--- src/hdl/rv32_mem_pkg.sv ---
package rv32_mem_pkg;

    typedef logic [31:0] rv32_word;
    typedef logic [31:0] rv32_addr;

    // Memory size in 32-bit words
    localparam int unsigned MEM_WORDS = 1024;
    localparam int unsigned WORD_ADDR_BITS = $clog2(MEM_WORDS);

    // Data port operations
    typedef enum logic [3:0] {
        MEM_NONE = 4'd0,
        MEM_LB   = 4'd1,
        MEM_LH   = 4'd2,
        MEM_LW   = 4'd3,
        MEM_LBU  = 4'd4,
        MEM_LHU  = 4'd5,
        MEM_SB   = 4'd6,
        MEM_SH   = 4'd7,
        MEM_SW   = 4'd8
    } mem_op_t;

    // One word seen as byte lanes or as halfwords
    typedef union packed {
        logic [3:0][7:0]  bytes;
        logic [1:0][15:0] halves;
    } lane_word_u;

    function automatic logic is_load(mem_op_t op);
        logic result;
        case (op)
            MEM_LB, MEM_LH, MEM_LW, MEM_LBU, MEM_LHU: result = 1'b1;
            default: result = 1'b0;
        endcase
        return result;
    endfunction

    function automatic logic is_store(mem_op_t op);
        logic result;
        case (op)
            MEM_SB, MEM_SH, MEM_SW: result = 1'b1;
            default: result = 1'b0;
        endcase
        return result;
    endfunction

endpackage

--- src/hdl/mem_write_if.sv ---
`timescale 1ns/1ps

interface mem_write_if
    import rv32_mem_pkg::*;
(
    input logic clk
);
    logic [WORD_ADDR_BITS-1:0] word_addr;
    logic [3:0]                lane_we;
    logic [3:0][7:0]           lane_data; // Lane n goes to bank n
    logic [1:0]                byte_off;
    mem_op_t                   op;
    logic                      in_range;
    logic                      misaligned;

    // Decoder also sees clk for its checks
    modport decoder (
        input  clk,
        output word_addr, lane_we, lane_data, byte_off, op, in_range, misaligned
    );

    modport memory (
        input word_addr, lane_we, lane_data, in_range
    );

    modport result (
        input op, byte_off, misaligned
    );

endinterface

--- src/hdl/load_align.sv ---
`timescale 1ns/1ps

module load_align
    import rv32_mem_pkg::*;
(
    input  logic        clk,
    input  logic        rst,
    mem_write_if.result rd,
    input  rv32_word    data_rdata,
    output logic        load_valid,
    output rv32_word    load_data,
    output logic        misaligned
);
    mem_op_t    op_q;
    logic [1:0] off_q;
    logic       mis_q;
    lane_word_u lanes;

    // Follows the bank read by one cycle
    always_ff @(posedge clk) begin
        if (rst) begin
            op_q  <= MEM_NONE;
            mis_q <= 1'b0;
        end else begin
            op_q  <= rd.op;
            mis_q <= rd.misaligned;
        end
    end

    always_ff @(posedge clk) begin
        off_q <= rd.byte_off;
    end

    assign lanes = data_rdata;

    always_comb begin
        case (op_q)
            MEM_LB:  load_data = {{24{lanes.bytes[off_q][7]}}, lanes.bytes[off_q]};
            MEM_LBU: load_data = {24'b0, lanes.bytes[off_q]};
            MEM_LH:  load_data = {{16{lanes.halves[off_q[1]][15]}}, lanes.halves[off_q[1]]};
            MEM_LHU: load_data = {16'b0, lanes.halves[off_q[1]]};
            MEM_LW:  load_data = lanes;
            default: load_data = '0;
        endcase
        if (mis_q) begin
            load_data = '0; // Refused access
        end
    end

    assign load_valid = is_load(op_q);
    assign misaligned = mis_q; // Stores flag too

    a_idle_no_result: assert property (
        @(posedge clk) disable iff (rst)
        rd.op == MEM_NONE |=> !load_valid && !misaligned
    ) else $error("result pulse after an idle request");

endmodule

--- src/flat_wrapper.sv ---
// flat-port wrapper written by rule: the top's interface ports become plain ports
module load_align_flat import rv32_mem_pkg::*;
  (clk, rst, data_rdata, load_valid, load_data, misaligned, rd_op, rd_byte_off, rd_misaligned);
  mem_write_if rd_i (.clk(clk));
  input  logic clk;
  input  logic rst;
  input  rv32_word data_rdata;
  output logic load_valid;
  output rv32_word load_data;
  output logic misaligned;
  input wire logic [$bits(rd_i.op)-1:0] rd_op;
  input wire logic [$bits(rd_i.byte_off)-1:0] rd_byte_off;
  input wire logic [$bits(rd_i.misaligned)-1:0] rd_misaligned;
  assign rd_i.op = rd_op;
  assign rd_i.byte_off = rd_byte_off;
  assign rd_i.misaligned = rd_misaligned;
  load_align u_core (.clk(clk), .rst(rst), .rd(rd_i), .data_rdata(data_rdata), .load_valid(load_valid), .load_data(load_data), .misaligned(misaligned));
endmodule
--- config.mk ---
export PLATFORM = sky130hd
export DESIGN_NAME = load_align_flat
export DESIGN_NICKNAME = d
export VERILOG_FILES = /design/src/hdl/rv32_mem_pkg.sv /design/src/hdl/mem_write_if.sv /design/src/hdl/load_align.sv /design/src/flat_wrapper.sv
export SDC_FILE = /design/constraint.sdc
export NUM_CORES = 1
export LEC_CHECK = 0
export BUFFER_PORTS_ARGS = -buffer_cell sky130_fd_sc_hd__buf_2
export CAP_MARGIN = 20
export CORE_AREA = 2 2 53 65
export DETAILED_ROUTE_END_ITERATION = 8
export DIE_AREA = 0 0 55 67
export PLACE_DENSITY = 0.7
export SETUP_SLACK_MARGIN = 0.4
export SYNTH_ARGS = -nofsm -noshare
export SYNTH_HDL_FRONTEND = slang
export SYNTH_SLANG_ARGS = --single-unit
--- constraint.sdc ---
create_clock -name clk -period 4.5 [get_ports clk]
set_clock_uncertainty 0.2 [all_clocks]
set_input_delay 0 -clock clk [delete_from_list [all_inputs] [get_ports clk]]
set_output_delay 0 -clock clk [all_outputs]
set_load 0.03 [all_outputs]
==> results.yml, run 1 <==
status:
  status: "completed"
route:
  wl_um: 3540
  drtPass1Iterations: 4
  drc_errors: 0
  drtIter0Drc: 43
  ant_nets: 0
  num_vias: 1411
  wl_per_cell_um: 13.51
  viasPerCell: 5.385
global_routing:
  met1_usage: 0.2049
  antenna_found_initial: 0
  track_usage: 0.1963
  grt.met2_usage: 0.3750
  grt_pass1_wl_um: 5382
  grt_max_degree: 26
  grt_pass1_vias: 1301
  gr-total-overflow: 0
  grt.busiest_layer: "met2"
  met3_usage: 0.02242
sta:
  min_period_over_period: 0.6586
  final-hold-violation-count: 0
  max_freq_ghz: 0.3374
  setup_tns_ns: 0
  tightest_slew_ns: 1.022
  rsz0062_at_grt: "no"
  fin_ws_ns: 1.536
  slew_headroom: 0.3179
  slew_viol_final: 0
  setup_viol: 0
  final.min_clock_period_ns: 2.964
worst_setup_path:
  start_kind: "flip-flop"
  crit_fanout: 25
  path_class: "flip-flop to primary output"
  arrival_ns: 2.76
  cp.required_ns: 4.30
  endpoint_kind: "primary output"
yosys:
  syn_inst: 149
  syn-cell-area_um2: 1077
  yosysWarnings: 0
  ys_seq_area_frac: 0.1301
  synth-edff-count: 0
  synth_nets: 190
  async_flop_share: 0
  ys_ff_latch: 7
  ys.flop_type: "dfxtp_1"
  synth_cell_type_count: 41
  syn_avg_cell_area_um2: 7.230
placed_design:
  dp_hpwl_um: 2533
  post-place-ws_ns: 1.816
  port_buffers: 74
  gp_congestion: 0.7406
  place_area_um2: 1416
min_path:
  hold_depth: 4
  min_from: "data_rdata[20]"
  hold_path.class: "input pin to primary output"
  hold_end: "load_data[20]"
die:
  std_cell_rows: 22
  pin_count: 75
  dieHeight_um: 67
  start_util: 0.3558
  dieArea_um2: 3685
  die_x_um: 55
  core_um2: 3028
cells_and_area:
  post-route-cell-area_um2: 1563
  antenna_cells: 0
  nNetsFinal: 268
  drive_gt1_frac: 0.3938
  syn2layout_area_growth_pct: 45.06
clock_network:
  clock_sinks: 7
  clock_path_buffers: 2
  clkTransAtPathRegs_ns: 0.05
  htree_levels: 1
  root_buffer: "clkbuf_4"
  tritoncts: "yes"
  cts_made_buffers: 3
power:
  power_density_nw_per_um2: 170.0
  ir_drop_mv: 0.1421
  power.leakage_nw: 0.7310
job:
  cap_violations: 0
cell families (layout without fill, tap and decap cells):
kind of cell	Yosys count	in the layout	share of synthesized area
XOR/XNOR	1	1	0.008132
flip-flops	7	7	0.1301
buffers and inverters	15	92	0.07781
AND/OR/NAND/NOR	52	52	0.2601
AO/OA/AOI/OAI	60	60	0.3752
multiplexers	14	14	0.1487
state kept, by name, summed over array words and instances (netlist names):
signal	count
u_core.op_q	4
u_core.off_q	2
u_core.misaligned	1
layout by cell type, fill, tap and decap left out, types with 2 or more instances in the layout:
master and n:
a2bb2oi_1 6, clkbuf_4 3, a32oi_1 8, buf_2 74, dlygate4sd3_1 12, nand2_1 23
nand2b_1 5, nor2b_1 7, nand3b_1 3, and2_1 2, mux2i_1 7, dfxtp_1 7
nor2_1 4, a21oi_1 32, mux2_2 6
worst max-delay path, stage by stage, from the launching register on:
cell and delay [ns]:
dfxtp_1 0.99, mux4_2 0.62, and3b_4 0.21, a21oi_4 0.36
a21oi_1 0.12, buf_2 0.21
cell usage after synthesis, types with 2 or more instances:
| cell type | instances | share of area |
|---|---|---|
| a2bb2oi_1 | 6 | 0.049 |
| nor2_1 | 4 | 0.014 |
| nand3b_1 | 3 | 0.021 |
| mux2i_1 | 7 | 0.065 |
| clkbuf_1 | 6 | 0.021 |
| and2_1 | 2 | 0.012 |
| nand2_1 | 23 | 0.080 |
| dfxtp_1 | 7 | 0.13 |
| buf_6 | 3 | 0.031 |
| mux2_2 | 6 | 0.063 |
| a21oi_1 | 32 | 0.15 |
| buf_2 | 4 | 0.019 |
| nor2b_1 | 7 | 0.041 |
| a32oi_1 | 8 | 0.065 |
| nand2b_1 | 5 | 0.029 |
area by class of cell:
class                           instances  area [um2]
Inverter                                2       7.507
Clock buffer                            4       26.28
Fill cell                             338        1465
Tap cell                               36       45.04
Timing Repair Buffer                   86       490.5
Sequential cell                         7       140.1
Multi-Input combinational cell        127       853.3
how the worst max path moves through the flow:
stage / cells past startpoint / from / endpoint
5_1_grt: 5 / u_core.off_q[1] / load_data[24]
4_1_cts: 5 / u_core.off_q[1] / load_data[29]
3_5_place_dp: 5 / u_core.off_q[1] / load_data[29]
3_3_place_gp: 5 / u_core.off_q[1] / load_data[17]
6_report: 5 / u_core.off_q[1] / load_data[16]
2_1_floorplan: 5 / u_core.misaligned / load_data[22]
per-layer routing:
metal  part of all wire  wire, um
met5                  0         0
met4              0.018        65
met3              0.064       228
met2               0.52      1842
met1               0.40      1403
what timing repair did:
item | CTS | global route
hold buffers | 12 | 0
hold endpoints to repair | 7 | 0
resized for setup | 0 | 0
buffers inserted | 0 | 0
metrics by stage:
stage	total power, mW	cells	hold slack [ns]	util
floorplan	0.1627	149	-0.1723	-
global placement	0.2016	246	-0.09599	0.4678
detailed placement	0.2027	246	-0.09642	0.4678
CTS	0.2665	262	0.1739	0.5161
global route	0.2883	262	0.1684	0.5161
finish	0.2656	262	0.1748	0.5161
power by group:
group | internal [mW] | switching, mW
registers | 0.0656 | 0.0105
logic | 0.0580 | 0.0759
clock network | 0.0337 | 0.0218
(Power assumes the default switching activity.)
==> run 2: changes to the inputs <==
--- a/config.mk
+++ b/config.mk
@@ -10,7 +10,7 @@
 export CORE_AREA = 2 2 53 65
 export DETAILED_ROUTE_END_ITERATION = 8
 export DIE_AREA = 0 0 55 67
-export PLACE_DENSITY = 0.7
+export PLACE_DENSITY = 0.73
 export SETUP_SLACK_MARGIN = 0.4
 export SYNTH_ARGS = -nofsm -noshare
 export SYNTH_HDL_FRONTEND = slang
==> constraint.sdc (replaced) <==
create_clock -name clk -period 2.6 [get_ports clk]
set_clock_uncertainty 0.2 [all_clocks]
set_input_delay 0 -clock clk [delete_from_list [all_inputs] [get_ports clk]]
set_output_delay 0 -clock clk [all_outputs]
set_load 0.03 [all_outputs]
==> results.yml, run 2 (synthesis gave the netlist of run 1 again) <==
status:
  status: "completed"
power:
  p_sw_frac: 0.4062
  ir_drop_mv: 0.2929
  power_mw: 0.4746
  power.leakage_nw: 0.7631
  power_frac_seq: 0.267
  intPower_mw: 0.2818
  power_switching_mw: 0.1928
  power.share.combinational: 0.530
  p_clk_frac: 0.203
  power_density_nw_per_um2: 291.4
sta:
  setup_viol: 0
  fin_ws_ns: 0.4962
  rsz0062_at_grt: "no"
  min_period_over_period: 0.8091
  slew_viol_final: 0
  slew_headroom: 0.7877
  hold_ws_ns: 0.1705
  tightest_slew_ns: 0.3172
  final-hold-violation-count: 0
  max_freq_ghz: 0.4753
  final.min_clock_period_ns: 2.104
  setup_tns_ns: 0
clock_network:
  clock_path_buffers: 2
  root_buffer: "clkbuf_4"
  clkTransAtPathRegs_ns: 0.05
  tritoncts: "yes"
  cts_made_buffers: 3
  htree_levels: 1
  clock_sinks: 7
global_routing:
  track_usage: 0.2012
  grt_pass1_wl_um: 5526
  antenna_found_initial: 0
  gr-total-overflow: 0
  grt_max_degree: 24
  grt_pass1_vias: 1291
cells_and_area:
  layout_commonest_cell: "buf_2"
  nFillCells: 333
  final_util: 0.5380
  nNetsFinal: 272
  antenna_cells: 0
  multi_input_area_um2: 870.8
  syn2layout_area_growth_pct: 51.22
  regMostFlops: "u_core.op_q"
  drive_gt1_frac: 0.4348
  final_cell_mix: "buf_2, a21oi_1, nand2_1"
  layout.area.seq_um2: 147.6
  largest_reg_flops: 4
route:
  drtPass1Iterations: 4
  drc_errors: 0
  wl_per_cell_um: 13.95
  wl_um: 3710
  drtIter0Drc: 26
  num_vias: 1412
  ant_nets: 0
  viasPerCell: 5.308
die:
  std_cell_rows: 22
  start_util: 0.3558
  core_um2: 3028
  dieArea_um2: 3685
  pin_count: 75
  dieHeight_um: 67
  die_x_um: 55
worst_setup_path:
  endpoint_kind: "primary output"
  arrival_ns: 1.90
  cp.required_ns: 2.40
  slowest_delay_ns: 0.55
  start_kind: "flip-flop"
  worstPathCellList: "or4bb_1 > o21ai_4 > a32oi_1 > a21oi_1 > buf_2"
  crit_fanout: 16
  path_class: "flip-flop to primary output"
  cp_slowest_cell: "or4bb_1"
placed_design:
  port_buffers: 74
  dp_hpwl_um: 2608
  gp_congestion: 0.7525
  post-place-ws_ns: 0.4149
min_path:
  hold_depth: 4
  hold_end: "load_data[20]"
  min_from: "data_rdata[20]"
  hold_path.class: "input pin to primary output"
job:
  cap_violations: 0
==> run 2: metrics by stage <==
step | cells | area (um2)
6_report | 266 | 1629
2_1_floorplan | 149 | 1077
4_1_cts | 266 | 1597
3_5_place_dp | 249 | 1439
3_3_place_gp | 249 | 1439
5_1_grt | 266 | 1629
==> run 2: how the worst max path moves through the flow <==
stage                       from       endpoint
6_report          u_core.op_q[0]  load_data[12]
5_1_grt           u_core.op_q[0]  load_data[12]
4_1_cts           u_core.op_q[0]  load_data[12]
3_5_place_dp      u_core.op_q[0]  load_data[18]
3_3_place_gp      u_core.op_q[0]  load_data[28]
2_1_floorplan  u_core.misaligned  load_data[22]
==> run 2: layout make-up <==
cell class	instances	area share
multi-input combinational	127	0.5346
clock buffer	4	0.01613
sequential	7	0.09063
tap	36	0.02765
timing repair buffer	90	0.3264
inverter	2	0.004608
==> run 2: metal layers <==
metal	global-route usage	part of all wire
met4	0.08537	0.017
met3	0.02018	0.070
met1	0.2129	0.38
met5	0	0
met2	0.3810	0.53
==> run 2: repair_timing <==
action | 4_1_cts | 5_1_grt
buffers inserted | 2 | 0
endpoints found under the setup margin | 24 | 26
endpoints found under the hold margin | 7 | 0
hold buffers | 11 | 0
gates resized for setup | 4 | 9
pin swaps | 1 | 0
==> run 2: power groups by stage <==
stage               combinational [mW]  sequential, mW  clock (mW)
CTS                              0.244           0.126      0.0990
finish                           0.252           0.126      0.0964
global route                     0.273           0.128       0.110
floorplan                        0.160           0.122           0
detailed placement               0.227           0.128           0
global placement                 0.226           0.127           0
==> run 2: worst max-delay path, delay by kind of cell (launching register included) <==
family          cells  cell delay [ns]
flops               1             0.43
compound gates      3             0.45
simple gates        1             0.55
buf+inv             1             0.23
