**config.mk**
```make
export PLATFORM = sky130hd
export DESIGN_NAME = mem_request_decode_flat
export DESIGN_NICKNAME = d
export VERILOG_FILES = /design/src/hdl/rv32_mem_pkg.sv /design/src/hdl/mem_write_if.sv /design/src/hdl/mem_request_decode.sv /design/src/flat_wrapper.sv
export SDC_FILE = /design/constraint.sdc
export NUM_CORES = 1
export LEC_CHECK = 0
export ABC_AREA = 1
export BUFFER_PORTS_ARGS = -buffer_cell sky130_fd_sc_hd__buf_2
export CAP_MARGIN = 20
export CORE_MARGIN = 2
export CORE_UTILIZATION = 30
export DETAILED_ROUTE_END_ITERATION = 8
export PLACE_DENSITY = 0.82
export SETUP_SLACK_MARGIN = 0.15
export SYNTH_ARGS = -nofsm -noshare
export SYNTH_HDL_FRONTEND = slang
export SYNTH_SLANG_ARGS = --single-unit
```
**constraint.sdc**
```tcl
create_clock -name vclk -period 1.2
set_clock_uncertainty 0.15 [all_clocks]
set_input_delay 0.18 -clock vclk [all_inputs]
set_output_delay 0.18 -clock vclk [all_outputs]
set_load 0.05 [all_outputs]
```
**src/hdl/rv32_mem_pkg.sv**
```systemverilog
package rv32_mem_pkg;

    typedef logic [31:0] rv32_word;
    typedef logic [31:0] rv32_addr;

    // Memory size in 32-bit words
    localparam int unsigned MEM_WORDS = 1024;
    localparam int unsigned WORD_ADDR_BITS = $clog2(MEM_WORDS);

    // Data port operations
    typedef enum logic [3:0] {
        MEM_NONE = 4'd0,
        MEM_LB   = 4'd1,
        MEM_LH   = 4'd2,
        MEM_LW   = 4'd3,
        MEM_LBU  = 4'd4,
        MEM_LHU  = 4'd5,
        MEM_SB   = 4'd6,
        MEM_SH   = 4'd7,
        MEM_SW   = 4'd8
    } mem_op_t;

    // One word seen as byte lanes or as halfwords
    typedef union packed {
        logic [3:0][7:0]  bytes;
        logic [1:0][15:0] halves;
    } lane_word_u;

    function automatic logic is_load(mem_op_t op);
        logic result;
        case (op)
            MEM_LB, MEM_LH, MEM_LW, MEM_LBU, MEM_LHU: result = 1'b1;
            default: result = 1'b0;
        endcase
        return result;
    endfunction

    function automatic logic is_store(mem_op_t op);
        logic result;
        case (op)
            MEM_SB, MEM_SH, MEM_SW: result = 1'b1;
            default: result = 1'b0;
        endcase
        return result;
    endfunction

endpackage

```
**src/hdl/mem_write_if.sv**
```systemverilog
`timescale 1ns/1ps

interface mem_write_if
    import rv32_mem_pkg::*;
(
    input logic clk
);
    logic [WORD_ADDR_BITS-1:0] word_addr;
    logic [3:0]                lane_we;
    logic [3:0][7:0]           lane_data; // Lane n goes to bank n
    logic [1:0]                byte_off;
    mem_op_t                   op;
    logic                      in_range;
    logic                      misaligned;

    // Decoder also sees clk for its checks
    modport decoder (
        input  clk,
        output word_addr, lane_we, lane_data, byte_off, op, in_range, misaligned
    );

    modport memory (
        input word_addr, lane_we, lane_data, in_range
    );

    modport result (
        input op, byte_off, misaligned
    );

endinterface

```
**src/hdl/mem_request_decode.sv**
```systemverilog
`timescale 1ns/1ps

module mem_request_decode
    import rv32_mem_pkg::*;
(
    input  mem_op_t      data_op,
    input  rv32_addr     data_addr,
    input  rv32_word     data_wdata,
    mem_write_if.decoder wr
);
    lane_word_u lanes;
    logic [1:0] off;
    logic [3:0] lane_we;
    logic       in_range;
    logic       misaligned;
    logic       store_ok;

    assign off      = data_addr[1:0];
    assign in_range = data_addr[31:2] < MEM_WORDS;

    always_comb begin
        case (data_op)
            MEM_LH, MEM_LHU, MEM_SH: misaligned = off[0];
            MEM_LW, MEM_SW:          misaligned = off != 2'b00;
            default:                 misaligned = 1'b0; // Bytes never misalign
        endcase
    end

    assign store_ok = is_store(data_op) && in_range && !misaligned;

    // Replicate narrow store data so every lane carries it
    always_comb begin
        case (data_op)
            MEM_SB:  lanes.bytes  = {4{data_wdata[7:0]}};
            MEM_SH:  lanes.halves = {2{data_wdata[15:0]}};
            default: lanes        = data_wdata;
        endcase
    end

    always_comb begin
        lane_we = 4'b0000;
        if (store_ok) begin
            case (data_op)
                MEM_SB:  lane_we = 4'b0001 << off;
                MEM_SH:  lane_we = off[1] ? 4'b1100 : 4'b0011;
                MEM_SW:  lane_we = 4'b1111;
                default: lane_we = 4'b0000;
            endcase
        end
    end

    assign wr.word_addr  = data_addr[WORD_ADDR_BITS+1:2]; // Upper bits only feed in_range
    assign wr.lane_we    = lane_we;
    assign wr.lane_data  = lanes.bytes;
    assign wr.byte_off   = off;
    assign wr.op         = data_op;
    assign wr.in_range   = in_range;
    assign wr.misaligned = misaligned;

    // Loads and idle cycles must never reach the banks
    a_no_write_unless_store: assert property (
        @(posedge wr.clk) !is_store(wr.op) |-> wr.lane_we == 4'b0000
    ) else $error("lane_we set for non-store op %s", wr.op.name());

endmodule

```
**src/flat_wrapper.sv**
```systemverilog
// flat-port wrapper written by rule: the top's interface ports become plain ports
module mem_request_decode_flat import rv32_mem_pkg::*;
  (data_op, data_addr, data_wdata, clk, wr_word_addr, wr_lane_we, wr_lane_data, wr_byte_off, wr_op, wr_in_range, wr_misaligned);
  mem_write_if wr_i (.clk(clk));
  input  mem_op_t data_op;
  input  rv32_addr data_addr;
  input  rv32_word data_wdata;
  input wire logic clk;
  output wire logic [$bits(wr_i.word_addr)-1:0] wr_word_addr;
  output wire logic [$bits(wr_i.lane_we)-1:0] wr_lane_we;
  output wire logic [$bits(wr_i.lane_data)-1:0] wr_lane_data;
  output wire logic [$bits(wr_i.byte_off)-1:0] wr_byte_off;
  output wire logic [$bits(wr_i.op)-1:0] wr_op;
  output wire logic [$bits(wr_i.in_range)-1:0] wr_in_range;
  output wire logic [$bits(wr_i.misaligned)-1:0] wr_misaligned;
  assign wr_word_addr = wr_i.word_addr;
  assign wr_lane_we = wr_i.lane_we;
  assign wr_lane_data = wr_i.lane_data;
  assign wr_byte_off = wr_i.byte_off;
  assign wr_op = wr_i.op;
  assign wr_in_range = wr_i.in_range;
  assign wr_misaligned = wr_i.misaligned;
  mem_request_decode u_core (.data_op(data_op), .data_addr(data_addr), .data_wdata(data_wdata), .wr(wr_i));
endmodule
```
==> impl_results.md, run 1 <==
* Part of the Yosys area used for sequential elements at 0
* Compound-Gate Fraction of Synth Area at 0.1292
* Final setup viols at 30
* Placed wire-length estimate at 2.282 mm
* Layout Nets at approximately 310
* DRC violation count after routing at 0
* Mapped Nets at 225
* Length of the first detailed-routing pass in iterations at 4
* Library cell with the highest instance count after synthesis: nand2_1
* FF+latch area at 0 um2
* Time the final worst path needs with I/O delays and setup at 1489 ps
* Routability congestion estimate at roughly 0.75
* Pin count of the biggest net entering global routing at 18
* Wire length of the first global-routing pass at 4.360 mm
* Combinational family with the most area after synthesis: simple AND/OR/NAND/NOR gates
* Worst path arrival time at 1160 ps
* Number of clock buffers in the layout at 0
* Placeable core region at 2455 um2
* Remaining global-route overflow at 0
* Starting density of the core at 0.3155
* Multiplexer fraction of the synthesized cell area at 0
* Crit end category: primary output
* Crit path max-delay cell type: nor2_4
* Crit path launch type: input port
* Result of the run: finished, violations left
* Path category of the worst min-delay check: in -> out
* Maximum clock frequency at 671.6 MHz
* Count of distinct cell types in the synthesized netlist at 19
* Initial DRC count at 10
* Area share of the largest cell type after synthesis at 0.3005
* Worst VDD drop at 0.5209 mV
* Worst Setup Path Type: in -> out
* Layout Cell Area excl Fill at between 1500 and 2000 um2
* Post-synthesis instance area at 774.5 um2
* Placed cells at 270
* Area overhead of the layout relative to synthesis at 147.5%
* Synthesized instance count at approximately 160
* Dominant cell type by area after synthesis: nand2_1
* Worst relative slew slack at 0.8310
* Critical Path Most Common Cell: nor2_1
* Top area cells in the synthesized netlist: nand2_1, buf_4, nor2_1
* Worst Hold Slack at roughly 210 ps
* CP Max Fanout at 5
* DRT antenna net count at 0
* Final Max Tran Viols at 0
* Area of placed instances at around 1400 um2
* Layout cells sized above 1 at 0.7490
* Power Density at roughly 490 nW/um2
* Cell leakage power at 0.9820 nW
* Die Ht at 54.81 um
* Mapped Avg Cell Area at 4.965 um2
* Simple logic cell fraction of the synthesized area at 0.5331
* Wire length reported by the detailed router at 3.462 mm
* Antenna violations before repair at 0
* Via count of the first global-routing pass at 1,009
* I/O pin count at 123
* Via Count at 1,274
* Die Footprint at about 3000 um2
* Failing checks: setup timing
* Rows at 18
* Period utilization at 1.241
* CP peak stage delay at 190 ps
* Count of sequential standard cells at 0
* Fraction of synthesized cell area in xor and xnor cells at 0
* Adder-cell share of the synthesized area at 0
* Via density per instance at 4.667
* Final Hold Viols at 0
* Crit path setup slack, layout at -289.0 ps
* Diodes inserted at 0
* GRT Overall Usage at 0.1954
* Chain of cells forming the critical path: buf_12, nor2_4, nand2_4, nor2_1, nor2_1, nor3_4, buf_6
* RSZ-0062 raised after global routing: true
* Routed length per instance at between 10 and 15 um
* Maximum Capacitance Violations at 0
* Synth warnings at 0
* Die X at 54.81 um
* Final Instance Count excl. Fillers at 273
* Leading post-synthesis cells by instance count: nand2_1, buf_4, nor2_1
* Pin slew with the least headroom to its limit at 255.2 ps
* Cts-stage hold buffer count at 0
* Input/output buffers at 102
* Endpoint required time on the critical path at 870 ps
## per-layer routing
metal  global-route usage  routed length [um]  up-vias
met5                    0                   0        -
met4             0.004167                   6        0
met3              0.01093                 198        2
met2               0.4008                2048       45
met1               0.2268                1208      586
li1                     -                   -      641
## final cells by class
type | count | area (um2)
inverter | 16 | 110.1
tap | 30 | 37.54
timing repair buffer | 113 | 943.4
fill | 180 | 538.0
multi-input combinational | 114 | 825.8
## worst max-delay path: cells and delay by family
| kind | cells | cell delay, ps |
|---|---|---|
| buffers and inverters | 2 | 300 |
| AND/OR/NAND/NOR | 5 | 680 |
## timing repair
action	in CTS	in global routing
pin swaps	17	10
setup buffers	0	3
setup endpoints to repair	30	30
gates cloned	0	0
endpoints found under the hold margin	0	0
resized for setup	102	27
## final timing paths
kind | startpoint | endpoint | slack [ps] | cells past startpoint
setup / recovery | data_op[3] | wr_lane_we[1] | -290 | 7
hold / removal | data_addr[3] | wr_word_addr[1] | 210 | 0
## report_power, final
part | internal [mW] | switching (mW)
logic | 0.362 | 0.578
clock network | 0 | 0
registers | 0 | 0
total | 0.362 | 0.578
## layout by cell type, fill, tap and decap left out, types with 2 or more instances in the layout
cell      count
nand2_8       2
buf_6        24
buf_2        61
clkinv_8      2
nor3_4        4
inv_1        10
nor2_1        7
nand2_1      33
nor2_4       11
buf_8        11
o21ai_4       3
buf_4        11
buf_12        6
nor2_2        7
o211ai_1      8
nand3_1       2
o21ai_2       4
nand2_2      26
nand2_4       2
## logic make-up after synthesis
kind of cell | count (synthesis)
AO/OA/AOI/OAI | 16
buffers and inverters | 42
AND/OR/NAND/NOR | 98
## through the flow
step                setup TNS, ps  setup slack [ps]  power [mW]  utilization
floorplan                   -5335            -399.6      0.6233            -
global placement           -11710            -449.8      0.7268       0.5810
detailed placement         -12010            -477.3      0.7315       0.5810
CTS                         -5660            -293.9      0.8772       0.7238
global route                -7257            -343.3      0.9866       0.7808
finish                      -5973            -289.0      0.9395       0.7808
Power figures use the tool's default switching activity.
==> run 2, diff against run 1 <==
REMOVE_ABC_BUFFERS = 1   (was default)
clock period = 1.6 ns   (was 1.2 ns; I/O delays follow)
==> run 2 against run 1 <==
Compared with the run above: the flow still finishes with violations (setup timing); sequential share of layout area unchanged; die area unchanged; worst hold slack improved by 120 ps; utilization decreased by 17 points; wire length decreased by 7.3%; total power decreased by 38%; largest power group unchanged.
==> impl_results.md, run 2 (synthesis results as in run 1) <==
* Result of the run: finished, violations left
* Failing checks: setup timing
* Most frequent standard cell in the layout excluding fill and tap cells: buf_2
* Number of clock buffers in the layout at 0 (unchanged)
* Wire length reported by the detailed router at 3.211 mm (-7.3%)
* Final Max Tran Viols at 0 (unchanged)
* Wire length of the first global-routing pass at 4.140 mm (-5.0%)
* Endpoint required time on the critical path at 1210 ps (+340 ps)
* CP peak stage delay at 230 ps (+40 ps)
* Placeable core region at 2455 um2 (unchanged)
* Die X at 54.81 um (unchanged)
* RSZ-0062 raised after global routing: true
* DRT antenna net count at 0 (unchanged)
* Via count of the first global-routing pass at 1,035 (+2.6%)
* Time the final worst path needs with I/O delays and setup at 1679 ps
* Length of the first detailed-routing pass in iterations at 4 (unchanged)
* Placed wire-length estimate at 2.264 mm (-0.81%)
* Area taken by multi-input logic gates at 636.9 um2 (-23%)
* Via Count at 1,244 (-2.4%)
* Initial DRC count at 10 (unchanged)
* Pin slew with the least headroom to its limit at 257.4 ps (+2.200 ps)
* Period utilization at 1.049
* Remaining global-route overflow at 0 (unchanged)
* Post-place setup slack at -93.38 ps (+383.9 ps)
* Pin count of the biggest net entering global routing at 17 (-1)
* Layout Utilization at 0.6121 (-0.1687)
* Die Ht at 54.81 um (unchanged)
* Routability congestion estimate at 0.7179 (-4.5%)
* Buffers plus inverters on the worst setup path at 2 (unchanged)
* DRC violation count after routing at 0 (unchanged)
* Count of sequential standard cells at 0 (unchanged)
* Wire length the detailed router placed on met1 at 1.024 mm (-15%)
* Detail Route met2 WL at 1.789 mm (-13%)
* Layout Nets at 309 (-1.6%)
* Met3 WL at 375 um (+89%)
* FF+latch area at 0 um2 (unchanged)
* Layout cells sized above 1 at 0.6008 (-0.1481)
* Worst Setup Path Type: in -> out
* Number of inserted filler cells in the final layout at 224 (+24%)
* Power Density at 389.2 nW/um2 (-21%)
* Area overhead of the layout relative to synthesis at 94.02%
* CP Max Fanout at 5 (unchanged)
* Final setup viols at 3 (-90%)
* Worst path arrival time at 1290 ps (+130 ps)
* Antenna violations before repair at 0 (unchanged)
* Top routing layer in use: met4
* Area of placed instances at 1164 um2 (-18%)
* Starting density of the core at 0.3155 (unchanged)
* Die Footprint at 3004 um2 (unchanged)
* Path category of the worst min-delay check: in -> out
* Crit path launch type: input port
* Setup crit start: data_op[0]
* Maximum Capacitance Violations at 0 (unchanged)
* Input/output buffers at 102 (unchanged)
* Crit end category: primary output
* Crit path setup slack, layout at -79.18 ps (+209.8 ps)
* Crit path max-delay cell type: nor3_4
* Via density per instance at 4.642 (-0.53%)
* Rows at 18 (unchanged)
* GRT Overall Usage at 0.1802 (-0.01519)
* Worst VDD drop at 0.2373 mV (-54%)
* Routed length per instance at 11.98 um (-5.5%)
* Commonest cells after routing, fill and taps aside: buf_2, nand2_1, buf_4
* I/O pin count at 123 (unchanged)
* Layout Cell Area excl Fill at 1503 um2 (-22%)
* Cts-stage hold buffer count at 0 (unchanged)
* Diodes inserted at 0 (unchanged)
* Chain of cells forming the critical path: buf_4, nor2_2, nand2_2, nand2_2, nand4_4, nor3_4, buf_6
* Maximum clock frequency at 595.5 MHz
* Largest delay contributor family on the critical path: simple AND/OR/NAND/NOR gates
* Worst relative slew slack at 0.8296 (-0.001456)
* Cell leakage power at 0.8620 nW (-12%)
* Final Hold Viols at 0 (unchanged)
* Critical Path Most Common Cell: nand2_2
* Hold path startpoint: data_addr[11]
[run 2: final timing paths]
kind,end,cells after the start,slack (ps)
setup / recovery,wr_lane_we[0],7,-80
hold / removal,wr_word_addr[9],0,330
[run 2: power breakdown]
group | internal (mW) | leakage [nW] | switching [mW]
registers | 0 | 0 | 0
logic | 0.199 | 0.862 | 0.386
clock network | 0 | 0 | 0
[run 2: layout make-up]
type / instances / share of cell area
Tap cell: 30 / 0.02498
Timing Repair Buffer: 108 / 0.4971
Multi-Input combinational cell: 114 / 0.4238
Inverter: 16 / 0.05412
[run 2: repair_timing]
action                                  in CTS  in global routing
gates resized for setup                     66                 36
endpoints found under the setup margin      30                 30
pin swaps                                   21                 21
setup buffers                                0                  1
[run 2: metal layers]
| layer | vias up | GRT usage |
|---|---|---|
| li1 | 629 | - |
| met1 | 535 | 0.1715 |
| met2 | 78 | 0.3730 |
| met3 | 2 | 0.05191 |
| met4 | 0 | 0.02917 |
| met5 | - | 0 |
[run 2: through the flow]
| stage | hold WS [ps] | setup TNS, ps | cells | total power, mW |
|---|---|---|---|---|
| floorplan | 330.0 | -8280 | 130 | 0.2552 |
| global placement | 330.3 | -994.5 | 267 | 0.4826 |
| detailed placement | 330.3 | -1042 | 267 | 0.4861 |
| CTS | 330.3 | 0 | 267 | 0.5401 |
| global route | 330.3 | -481.0 | 268 | 0.6196 |
| finish | 330.1 | -113.1 | 268 | 0.5849 |
==> run 3, diff against run 2 <==
--- a/constraint.sdc
+++ b/constraint.sdc
@@ -4,2 +4,2 @@
 set_output_delay 0.24 -clock vclk [all_outputs]
-set_load 0.05 [all_outputs]
+set_load 0.005 [all_outputs]
==> run 3 against run 2 <==
Compared with the run above: combinational power down 49%; first-iteration DRC count up 10%; cell count shrank 1.5%; fmax rose by 16%; non-clock buffer count shrank 4; sequential share of layout area unchanged; critical path type unchanged; critical path depth rose by 2; global-route usage is 0.96 points lower; sequential cell count unchanged; die area is the same; setup slack improved by 230 ps; the run now ends clean.
==> impl_results.md, run 3 (synthesis results as in run 1) <==
* Result of the run: complete, no violations
* Routed length per instance at 10.77 um (-10%)
* Input/output buffers at 102 (unchanged)
* CP peak stage delay at 180 ps (-50 ps)
* Routability congestion estimate at 0.6741 (-6.1%)
* Via Count at 1,196 (-3.9%)
* I/O pin count at 123 (unchanged)
* Final Max Tran Viols at 0 (unchanged)
* CP Max Fanout at 5 (unchanged)
* Length of the first detailed-routing pass in iterations at 4 (unchanged)
* Endpoint required time on the critical path at 1210 ps (about the same)
* Crit end category: primary output
* Pin count of the biggest net entering global routing at 17 (unchanged)
* Total setup buffers inserted after CTS at 0 (unchanged)
* Final Hold Viols at 0 (unchanged)
* Maximum clock frequency at 691.2 MHz (+16%)
* DRT antenna net count at 0 (unchanged)
* Wire length reported by the detailed router at 2.843 mm (-11%)
* Worst VDD drop at 0.1192 mV (-50%)
* Crit path setup slack, layout at 153.2 ps (+232.4 ps)
* Die Footprint at 3004 um2 (unchanged)
* Wire length of the first global-routing pass at 3.919 mm (-5.3%)
* Crit path max-delay cell type: nor3_2
* Time the final worst path needs with I/O delays and setup at 1447 ps (-232.4 ps)
* Layout Utilization at 0.5387 (-0.07339)
* Post-place setup slack at -15.20 ps (+78.18 ps)
* RSZ-0062 raised after global routing: true
* FF+latch area at 0 um2 (unchanged)
* Summed negative setup slack over all endpoints at 0 ps (+113.1 ps)
* Layout Cell Area excl Fill at 1323 um2 (-12%)
* Remaining global-route overflow at 0 (unchanged)
* Crit path launch type: input port
* Placed wire-length estimate at 2.204 mm (-2.6%)
* Initial DRC count at 11 (+1)
* Diodes inserted at 0 (unchanged)
* Chain of cells forming the critical path: buf_6, inv_4, nor2_2, nand2_2, nand2_1, nand2_1, nand2_2, nor3_2, buf_2
* Power consumption at 0.2959 mW (-49%)
* Most frequent standard cell in the layout excluding fill and tap cells: buf_2
* Area overhead of the layout relative to synthesis at 70.76%
* Die X at 54.81 um (unchanged)
* Starting density of the core at 0.3155 (unchanged)
* Count of sequential standard cells at 0 (unchanged)
* Via count of the first global-routing pass at 981 (-5.2%)
* Rows at 18 (unchanged)
* Path category of the worst min-delay check: in -> out
* Commonest cells after routing, fill and taps aside: buf_2, nand2_1, nor2_1
* GRT Overall Usage at 0.1706 (-0.009572)
* GR Util met1 at 0.1764 (+0.004854)
* Die Ht at 54.81 um (unchanged)
* Layout cells sized above 1 at 0.5855 (-0.01537)
* Worst Setup Path Type: in -> out
* Period utilization at 0.9042 (-0.1453)
* Pin slew with the least headroom to its limit at 197.5 ps (-59.88 ps)
* DRC violation count after routing at 0 (unchanged)
* Global routing met3 resource utilization at 0.04918 (-0.002732)
* Worst relative slew slack at 0.8679 (+0.03827)
* Top Usage Layer GRT: met2
* Number of clock buffers in the layout at 0 (unchanged)
* Cell leakage power at 0.7959 nW (-7.7%)
* Maximum Capacitance Violations at 0 (unchanged)
* Via density per instance at 4.530 (-2.4%)
* Area of placed instances at 1141 um2 (-1.9%)
* Worst path arrival time at 1060 ps (-230 ps)
* Antenna violations before repair at 0 (unchanged)
* Final setup viols at 0 (-3)
* Placeable core region at 2455 um2 (unchanged)
* Power Density at 223.7 nW/um2 (-43%)
* Met2 Use GR at 0.3452 (-0.02778)
* Layout Nets at 305 (-1.3%)
run 3: cell types whose count changed in the layout (fill, tap and decap cells not counted), sizes merged:
| cell | before | now |
|---|---|---|
| buf | 108 | 104 |
run 3: per-stage QoR:
| step | hold WS (ps) | std cells |
|---|---|---|
| finish | 330.0 | 264 |
| global route | 330.0 | 264 |
| CTS | 330.0 | 264 |
| detailed placement | 330.0 | 264 |
| global placement | 330.0 | 264 |
| floorplan | 330.0 | 130 |
run 3: worst max-delay path: cells and delay by family:
kind | cells | cell delay, ps
buffers and inverters | 3 | 290
AND/OR/NAND/NOR | 6 | 520
run 3: area by class of cell:
cell class	instances	area (um2)
fillers	244	1132
multi-input cells	114	606.8
inverters	16	73.82
well taps	30	37.54
repair buffers	104	604.3
run 3: path summary, 6_finish.rpt:
path  slack [ps]  cells past startpoint          start              end
max          150                      9     data_op[3]    wr_lane_we[1]
min          330                      0  data_addr[11]  wr_word_addr[9]
run 3: where the power goes:
part	internal [mW]	total [mW]	switching (mW)	leakage, nW
combinational	0.155	0.296	0.141	0.796
sequential	0	0	0	0
clock	0	0	0	0
total	0.155	0.296	0.141	0.796
run 3: routing by layer:
layer	part of all wire	up-vias
met5	0	-
met4	0	0
met1	0.36	499
met3	0.13	0
met2	0.50	78
li1	-	619
run 3: repair_timing:
action	in CTS	in global routing
endpoints found under the setup margin	20	28
pin swaps	19	16
hold buffers	0	0
resized for setup	28	23
